$ cat config.mk
export PLATFORM = sky130hd
export DESIGN_NAME = controlUnit
export DESIGN_NICKNAME = d
export VERILOG_FILES = /design/src/design/cuPkg.sv /design/src/design/insDecoder.sv /design/src/design/microSequencer.sv /design/src/design/controlWordGen.sv /design/src/design/controlUnit.sv
export VERILOG_INCLUDE_DIRS = /design/src /design/src/include
export SDC_FILE = /design/constraint.sdc
export NUM_CORES = 1
export LEC_CHECK = 0
export ABC_AREA = 1
export BUFFER_PORTS_ARGS = -buffer_cell sky130_fd_sc_hd__buf_2
export CAP_MARGIN = 30
export CORE_MARGIN = 4
export CORE_UTILIZATION = 58
export CTS_BUF_LIST = sky130_fd_sc_hd__clkbuf_2
export CTS_CLUSTER_DIAMETER = 50
export DETAILED_ROUTE_END_ITERATION = 7
export PLACE_DENSITY_LB_ADDON = 0.2
export SLEW_MARGIN = 10
export SYNTH_ARGS = -nofsm -noshare
export SYNTH_HDL_FRONTEND = slang
export SYNTH_SLANG_ARGS = --single-unit
$ cat constraint.sdc
create_clock -name clk -period 3.9 [get_ports clk]
set_clock_uncertainty 0.15 [all_clocks]
set_input_delay 0.585 -clock clk [delete_from_list [all_inputs] [get_ports clk]]
set_output_delay 0.585 -clock clk [all_outputs]
set_load 0.02 [all_outputs]
$ cat src/include/cu_defines.svh
`ifndef CU_DEFINES_SVH
`define CU_DEFINES_SVH

// Instruction classes in opcode bits 7:5, class 7 is unused
`define CLS_SYS 3'd0
`define CLS_RST 3'd1
`define CLS_INC 3'd2
`define CLS_MOV 3'd3
`define CLS_LD  3'd4
`define CLS_ALU 3'd5
`define CLS_JMP 3'd6

// Sub-operation indices, opcode bits 3:0
`define SYS_NOP   4'd0
`define SYS_ENDOP 4'd1
`define RST_ALL   4'd15

`define ALU_IDX_ADD  4'd0
`define ALU_IDX_MUL1 4'd1
`define ALU_IDX_MUL2 4'd2
`define ALU_IDX_DIV  4'd3
`define ALU_IDX_MOD  4'd4

`define JMP_UNC 2'd0
`define JMP_Z1  2'd1
`define JMP_Z2  2'd2

// Datapath register bit positions in the enable vectors
`define REG_PC   4'd0
`define REG_IR   4'd1
`define REG_GSP  4'd2
`define REG_RP   4'd3
`define REG_CP   4'd4
`define REG_STP  4'd5
`define REG_CID  4'd6
`define REG_EOPC 4'd7
`define REG_MC   4'd8
`define REG_MV   4'd9
`define REG_WV   4'd10
`define REG_MULR 4'd11
`define REG_ADDR 4'd12
`define REG_AC   4'd13
`define NUM_REGS 14

`define ALU_NONE 3'd0
`define ALU_ADD  3'd1
`define ALU_MUL  3'd2
`define ALU_DIV  3'd3
`define ALU_MOD  3'd4

`define BS_AC     4'd0
`define BS_MEMOUT 4'd1
`define BS_ADDR   4'd2
`define BS_MULR   4'd3
`define BS_MV     4'd4
`define BS_WV     4'd5

`define MEM_IDLE  2'd0
`define MEM_IREAD 2'd1
`define MEM_READ  2'd2

`endif

$ cat src/design/cuPkg.sv
`include "cu_defines.svh"

package cuPkg;

	// Instruction byte: class 7:5, reserved bit 4, index 3:0
	typedef logic [7:0] opcodeT;
	typedef logic [2:0] insClassT;
	typedef logic [3:0] regIdxT;

	// One bit per datapath register
	typedef logic [`NUM_REGS-1:0] regMaskT;

	typedef logic [2:0] aluOpT;
	typedef logic [3:0] busSelT;
	typedef logic [1:0] memCtrlT;

	typedef enum logic [3:0] {
		FETCH1,
		FETCH2,
		EXEC,
		MEMWAIT,
		MEMDONE,
		JMP1,
		JMP2,
		JMP3,
		JMPN1,
		JMPN2,
		HALT
	} seqStateT;

	typedef struct packed {
		insClassT insClass;
		regIdxT idx;
		logic illegal;
		logic condTaken;
		logic [1:0] jmpKind;
	} decodedInsT;

	// All zero is the idle word
	typedef struct packed {
		aluOpT aluOp;
		busSelT busSel;
		memCtrlT memCtrl;
		regMaskT wrtEn;
		regMaskT incEn;
		regMaskT rstEn;
	} ctrlWordT;

endpackage

$ cat src/design/insDecoder.sv
`timescale 1ns/1ps
`include "cu_defines.svh"

module insDecoder (
	input logic clk,
	input logic rstN,
	input cuPkg::opcodeT ins,
	input logic insLoad,
	input logic z1,
	input logic z2,
	output cuPkg::decodedInsT dec
);
	import cuPkg::*;

	insClassT insClass;
	regIdxT idx;
	logic badIdx;
	logic taken;

	assign insClass = ins[7:5];
	assign idx = ins[3:0];

	// Legal index range depends on the class
	always_comb begin
		case (insClass)
			`CLS_SYS: badIdx = idx > `SYS_ENDOP;
			`CLS_RST: badIdx = (idx < 4'd2) || ((idx >= 4'(`NUM_REGS)) && (idx != `RST_ALL));
			`CLS_INC,
			`CLS_MOV: badIdx = (idx < 4'd2) || (idx >= 4'(`NUM_REGS));
			`CLS_LD: badIdx = !((idx == `REG_AC) || (idx == `REG_ADDR) || (idx == `REG_MULR));
			`CLS_ALU: badIdx = idx > `ALU_IDX_MOD;
			`CLS_JMP: badIdx = idx > 4'(`JMP_Z2);
			default: badIdx = 1'b1;
		endcase
	end

	// Flags sampled together with the opcode
	always_comb begin
		case (idx[1:0])
			`JMP_Z1: taken = z1;
			`JMP_Z2: taken = !z2;
			default: taken = 1'b1;
		endcase
	end

	always_ff @(posedge clk) begin
		if (!rstN) begin
			dec <= '0;
		end else if (insLoad) begin
			dec.insClass <= insClass;
			dec.idx <= idx;
			dec.illegal <= ins[4] || badIdx;
			dec.condTaken <= taken;
			dec.jmpKind <= idx[1:0];
		end
	end

endmodule

$ cat src/design/microSequencer.sv
`timescale 1ns/1ps
`include "cu_defines.svh"

module microSequencer (
	input logic clk,
	input logic rstN,
	input logic acq,
	input cuPkg::decodedInsT dec,
	output logic insLoad,
	output cuPkg::seqStateT state
);
	import cuPkg::*;

	seqStateT nextState;
	logic jmpTaken;

	// Opcode is captured on the fetch acknowledge
	assign insLoad = (state == FETCH1) && acq;

	assign jmpTaken = (dec.jmpKind == `JMP_UNC) || dec.condTaken;

	always_comb begin
		nextState = state;
		case (state)
			FETCH1: begin
				if (acq) begin
					nextState = FETCH2;
				end
			end
			FETCH2: begin
				nextState = EXEC;
			end
			EXEC: begin
				if (dec.illegal) begin
					nextState = FETCH1;
				end else begin
					case (dec.insClass)
						`CLS_SYS: begin
							if (dec.idx == `SYS_ENDOP) begin
								nextState = HALT;
							end else begin
								nextState = FETCH1;
							end
						end
						`CLS_LD: begin
							nextState = MEMWAIT;
						end
						`CLS_JMP: begin
							if (jmpTaken) begin
								nextState = JMP1;
							end else begin
								nextState = JMPN1;
							end
						end
						default: begin
							nextState = FETCH1;
						end
					endcase
				end
			end
			MEMWAIT: begin
				if (acq) begin
					nextState = MEMDONE;
				end
			end
			MEMDONE: begin
				nextState = FETCH1;
			end
			JMP1: begin
				nextState = JMP2;
			end
			JMP2: begin
				nextState = JMP3;
			end
			JMP3: begin
				nextState = FETCH1;
			end
			JMPN1: begin
				nextState = JMPN2;
			end
			JMPN2: begin
				nextState = FETCH1;
			end
			// Stuck here until reset
			HALT: begin
				nextState = HALT;
			end
			default: begin
				nextState = FETCH1;
			end
		endcase
	end

	always_ff @(posedge clk) begin
		if (!rstN) begin
			state <= FETCH1;
		end else begin
			state <= nextState;
		end
	end

endmodule

$ cat src/design/controlWordGen.sv
`timescale 1ns/1ps
`include "cu_defines.svh"

module controlWordGen (
	input logic clk,
	input logic rstN,
	input cuPkg::seqStateT state,
	input cuPkg::decodedInsT dec,
	output cuPkg::ctrlWordT ctrl
);
	import cuPkg::*;

	ctrlWordT word;

	function automatic regMaskT regBit(input regIdxT idx);
		return regMaskT'(1) << idx;
	endfunction

	always_comb begin
		word = '0;
		case (state)
			FETCH1: begin
				word.memCtrl = `MEM_IREAD;
			end
			FETCH2: begin
				word.incEn = regBit(`REG_PC);
				word.wrtEn = regBit(`REG_IR);
			end
			EXEC: begin
				// Illegal opcodes give an idle word
				if (!dec.illegal) begin
					case (dec.insClass)
						`CLS_RST: begin
							if (dec.idx == `RST_ALL) begin
								word.rstEn = ~(regBit(`REG_PC) | regBit(`REG_IR));
							end else begin
								word.rstEn = regBit(dec.idx);
							end
						end
						`CLS_INC: begin
							word.incEn = regBit(dec.idx);
						end
						`CLS_MOV: begin
							word.busSel = `BS_AC;
							word.wrtEn = regBit(dec.idx);
						end
						`CLS_ALU: begin
							case (dec.idx)
								`ALU_IDX_ADD: begin
									word.aluOp = `ALU_ADD;
									word.busSel = `BS_ADDR;
								end
								`ALU_IDX_MUL1: begin
									word.aluOp = `ALU_MUL;
									word.busSel = `BS_MULR;
								end
								`ALU_IDX_MUL2: begin
									word.aluOp = `ALU_MUL;
									word.busSel = `BS_MV;
								end
								`ALU_IDX_DIV: begin
									word.aluOp = `ALU_DIV;
									word.busSel = `BS_WV;
								end
								`ALU_IDX_MOD: begin
									word.aluOp = `ALU_MOD;
									word.busSel = `BS_WV;
								end
								default: ;
							endcase
						end
						default: ;
					endcase
				end
			end
			MEMWAIT: begin
				word.memCtrl = `MEM_READ;
			end
			// Load target is the register index
			MEMDONE: begin
				word.busSel = `BS_MEMOUT;
				word.wrtEn = regBit(dec.idx);
			end
			JMP1: begin
				word.wrtEn = regBit(`REG_IR);
			end
			JMP2: begin
				word.wrtEn = regBit(`REG_PC);
			end
			JMPN1: begin
				word.incEn = regBit(`REG_PC);
				word.wrtEn = regBit(`REG_IR);
			end
			default: ;
		endcase
	end

	always_ff @(posedge clk) begin
		if (!rstN) begin
			ctrl <= '0;
		end else begin
			ctrl <= word;
		end
	end

endmodule

$ cat src/design/controlUnit.sv
`timescale 1ns/1ps

module controlUnit (
	input logic clk,
	input logic rstN,
	input cuPkg::opcodeT ins,
	input logic acq,
	input logic z1,
	input logic z2,
	output cuPkg::ctrlWordT ctrl
);
	import cuPkg::*;

	decodedInsT dec;
	seqStateT state;
	logic insLoad;

	insDecoder i_insDecoder (
		.clk(clk),
		.rstN(rstN),
		.ins(ins),
		.insLoad(insLoad),
		.z1(z1),
		.z2(z2),
		.dec(dec)
	);

	microSequencer i_microSequencer (
		.clk(clk),
		.rstN(rstN),
		.acq(acq),
		.dec(dec),
		.insLoad(insLoad),
		.state(state)
	);

	controlWordGen i_controlWordGen (
		.clk(clk),
		.rstN(rstN),
		.state(state),
		.dec(dec),
		.ctrl(ctrl)
	);

endmodule

==> impl_metrics.toml <==
[clocking]
cts.sinks = 63
htreeDepth = 3
cts_root_buffer = "clkbuf_2"
worstSkewPairLatency_ns = 0.45
post_cts.repair.setup_buffers = 0
cts_tree = "yes"
cts_made_buffers = 9
cts.repair.resized = 0
clkTransAtPathRegs_ns = 0.15
clockBufferDepth = 2
cts_hold_buf = 0

[yosys]
yosys.area_share.adder_pct = 2.58
synth_top_family_by_area = "simple AND/OR/NAND/NOR gates"
avgSynthCellArea_um2 = 7.91
synth_xor_xnor_area_share_pct = 0
synthMuxAreaShare_pct = 0
synthDistinctLibCells = 30
yosysSeqAreaShare_pct = 52.1
synth-simple-area-share_pct = 26.5
syn_inst = 306
yosysTopAreaCell = "dfxtp_1"
syn_nets = 324
synth-warning-count = 0
synth_common_cells = "dfxtp_1, nand2_1, nor2_1"
synth_edf_count = 0
ys_ff_latch = 63
synthTopCellsByArea = "dfxtp_1, nand2_1, nor2_1, inv_1, a21oi_1"
synth-compound-area-share_pct = 10.6
async_flop_share_pct = 0
syn_area_um2 = 2420
yosysMostFrequentCell = "dfxtp_1"
synth_ff_type = "dfxtp_1"
yosysTopAreaCellShare_pct = 52.1

[placed_design]
place_ws_ns = 2.09
dp.cells = 412
hpwl_um = 3960
numPortBuffers = 62
place_congestion = 0.900

[grt]
grt_max_degree = 18
track_usage_pct = 21.0
grt-ovfl-total = 0
antenna_found_initial = 0
grt_pass1_wl_um = 8490
grt_pass1_vias = 1972

[route]
routedWlPerCell_um = 12.2
vias = 2125
drc = 0
via_per_inst = 4.96
first_pass_iters = 4
drt_wl_total_um = 5200
antenna_left = 0
dr.first_iter.drc_count = 132

[status]
outcome = "finished clean"

[hold_path]
hold_class = "input pin to flop"
hp-start = "z1"
holdPathStages = 3
min_to = "i_insDecoder.dec[2]$_SDFFE_PN0P_"

[run]
drv_cap = 0

[setup_path]
crit_path_end_kind = "flop"
rr_endpoint = "i_insDecoder.dec[3]$_SDFFE_PN0P_"
path_class = "flop to flop"
crit_family = "simple AND/OR/NAND/NOR gates"
r2r_slack_ns = 2.12
arrival_ns = 2.04
r2r-start = "i_microSequencer.state[0]$_SDFFE_PN0P_"
crit_chain = "nor2_1 > nand3_1 > nor2_1 > nand2_1 > nand3_1 > nand2_1 > inv_1"
worst-path-buf-inv = 1
slowest_delay_ns = 0.42
r2r_cells = 7
startpoint_type = "flop"
worstPathMaxFanout = 16
crit_required_ns = 4.16
critPathSlowestCell = "nand3_1"

[sta]
final-hold-violation-count = 0
finalCritPeriodShare_pct = 45.6
setup_ws_ns = 2.12
min_period_ns = 1.78
finalSetupTns_ns = 0
slew_violations = 0
rsz0062_at_grt = "no"
max_slew_margin_pct = 66.7
setup_viol = 0
worstMarginPinSlew_ns = 0.498
max_freq_mhz = 562

[layout]
synthToLayoutAreaGrowth_pct = 19.4
antenna_cells = 0
drive_gt1_share_pct = 24.1
stdcell_count = 428
final_nets = 391
fillers = 359

[die]
ioPinCount = 64
die_y_um = 72.6
die_w_um = 72.6
dieArea_um2 = 5270
initial_utilization_pct = 60.1
row_count = 23
core_area_um2 = 4030

[power_and_ir_drop]
p_leak_nw = 1.49
vdd_ir_drop_max_mv = 0.234
total_power_mw = 1.32
power.density_cell_area_nw_per_um2 = 457
==> report_power, final <==
part / total [mW] / switching (mW) / internal [mW]
Combinational: 0.198 / 0.139 / 0.0583
Sequential: 0.689 / 0.0212 / 0.668
Clock: 0.435 / 0.222 / 0.213
Total: 1.32 / 0.383 / 0.939
==> worst reg2reg max path, stage by stage (launching register included) <==
cell and delay [ns]:
dfxtp_1 0.40, nor2_1 0.25, nand3_1 0.42, nor2_1 0.26, nand2_1 0.08, nand3_1 0.08
nand2_1 0.05, inv_1 0.06
==> through the flow <==
stage | hold slack, ns | area [um2] | utilization (%)
after floorplan | 0.321 | 2420 | -
after global routing | 0.218 | 2890 | 71.8
after CTS | 0.221 | 2890 | 71.8
final | 0.274 | 2890 | 71.8
after detailed placement | 0.357 | 2760 | 68.4
after global placement | 0.350 | 2760 | 68.4
==> registers in the layout, indices dropped and copies added (netlist names) <==
signal,flops
i_microSequencer.state,4
i_insDecoder.dec,9
i_controlWordGen.ctrl,50
==> cells by family (layout without fill, tap and decap cells) <==
group / count (synthesis) / after routing
buffers and inverters: 48 / 120
DFF: 63 / 63
adders and majority gates: 5 / 5
AOI/OAI and AO/OA: 48 / 48
other: 1 / 1
and+or+nand+nor: 141 / 141
==> layout by cell type (no fill, tap or decap), drive strengths merged <==
cell type and instances:
conb 1, clkbuf 10, buf 62, a21oi 24, nand2 60, a31oi 1, inv 41, bufinv 2
ha 5, nor3 9, dfxtp 63, a21boi 1, o22ai 2, nand3b 1, nand4 3, nor2 57
o21a 2, clkinvlp 2, a211oi 2, nand3 11, o21ai 16, clkinv 3
==> area by class of cell <==
type	instances	area, um2	share of cell area, %
inverters	42	158	5.45
multi-input cells	195	965	33.4
clock buffers	10	50.0	1.73
flip-flops and latches	63	1260	43.6
repair buffers	62	310	10.7
clock inverters	6	85.1	2.94
well taps	50	62.6	2.16
==> how the worst max path moves through the flow <==
stage,startpoint,end,depth (start not counted)
floorplan,ins[1],i_insDecoder.dec[3]$_SDFFE_PN0P_,11
global placement,ins[1],i_insDecoder.dec[3]$_SDFFE_PN0P_,12
detailed placement,ins[1],i_insDecoder.dec[3]$_SDFFE_PN0P_,12
CTS,i_microSequencer.state[0]$_SDFFE_PN0P_,i_insDecoder.dec[3]$_SDFFE_PN0P_,7
global route,i_microSequencer.state[0]$_SDFFE_PN0P_,i_insDecoder.dec[3]$_SDFFE_PN0P_,7
finish,i_microSequencer.state[0]$_SDFFE_PN0P_,i_insDecoder.dec[3]$_SDFFE_PN0P_,7
==> layer usage <==
layer | part of all wire, % | global-route usage (%) | wire length [um]
met1 | 42 | 25.2 | 2180
met2 | 51 | 35.1 | 2660
met3 | 6.1 | 6.89 | 316
met4 | 0.85 | 7.17 | 44
met5 | 0 | 0 | 0
Power figures use the tool's default switching activity.
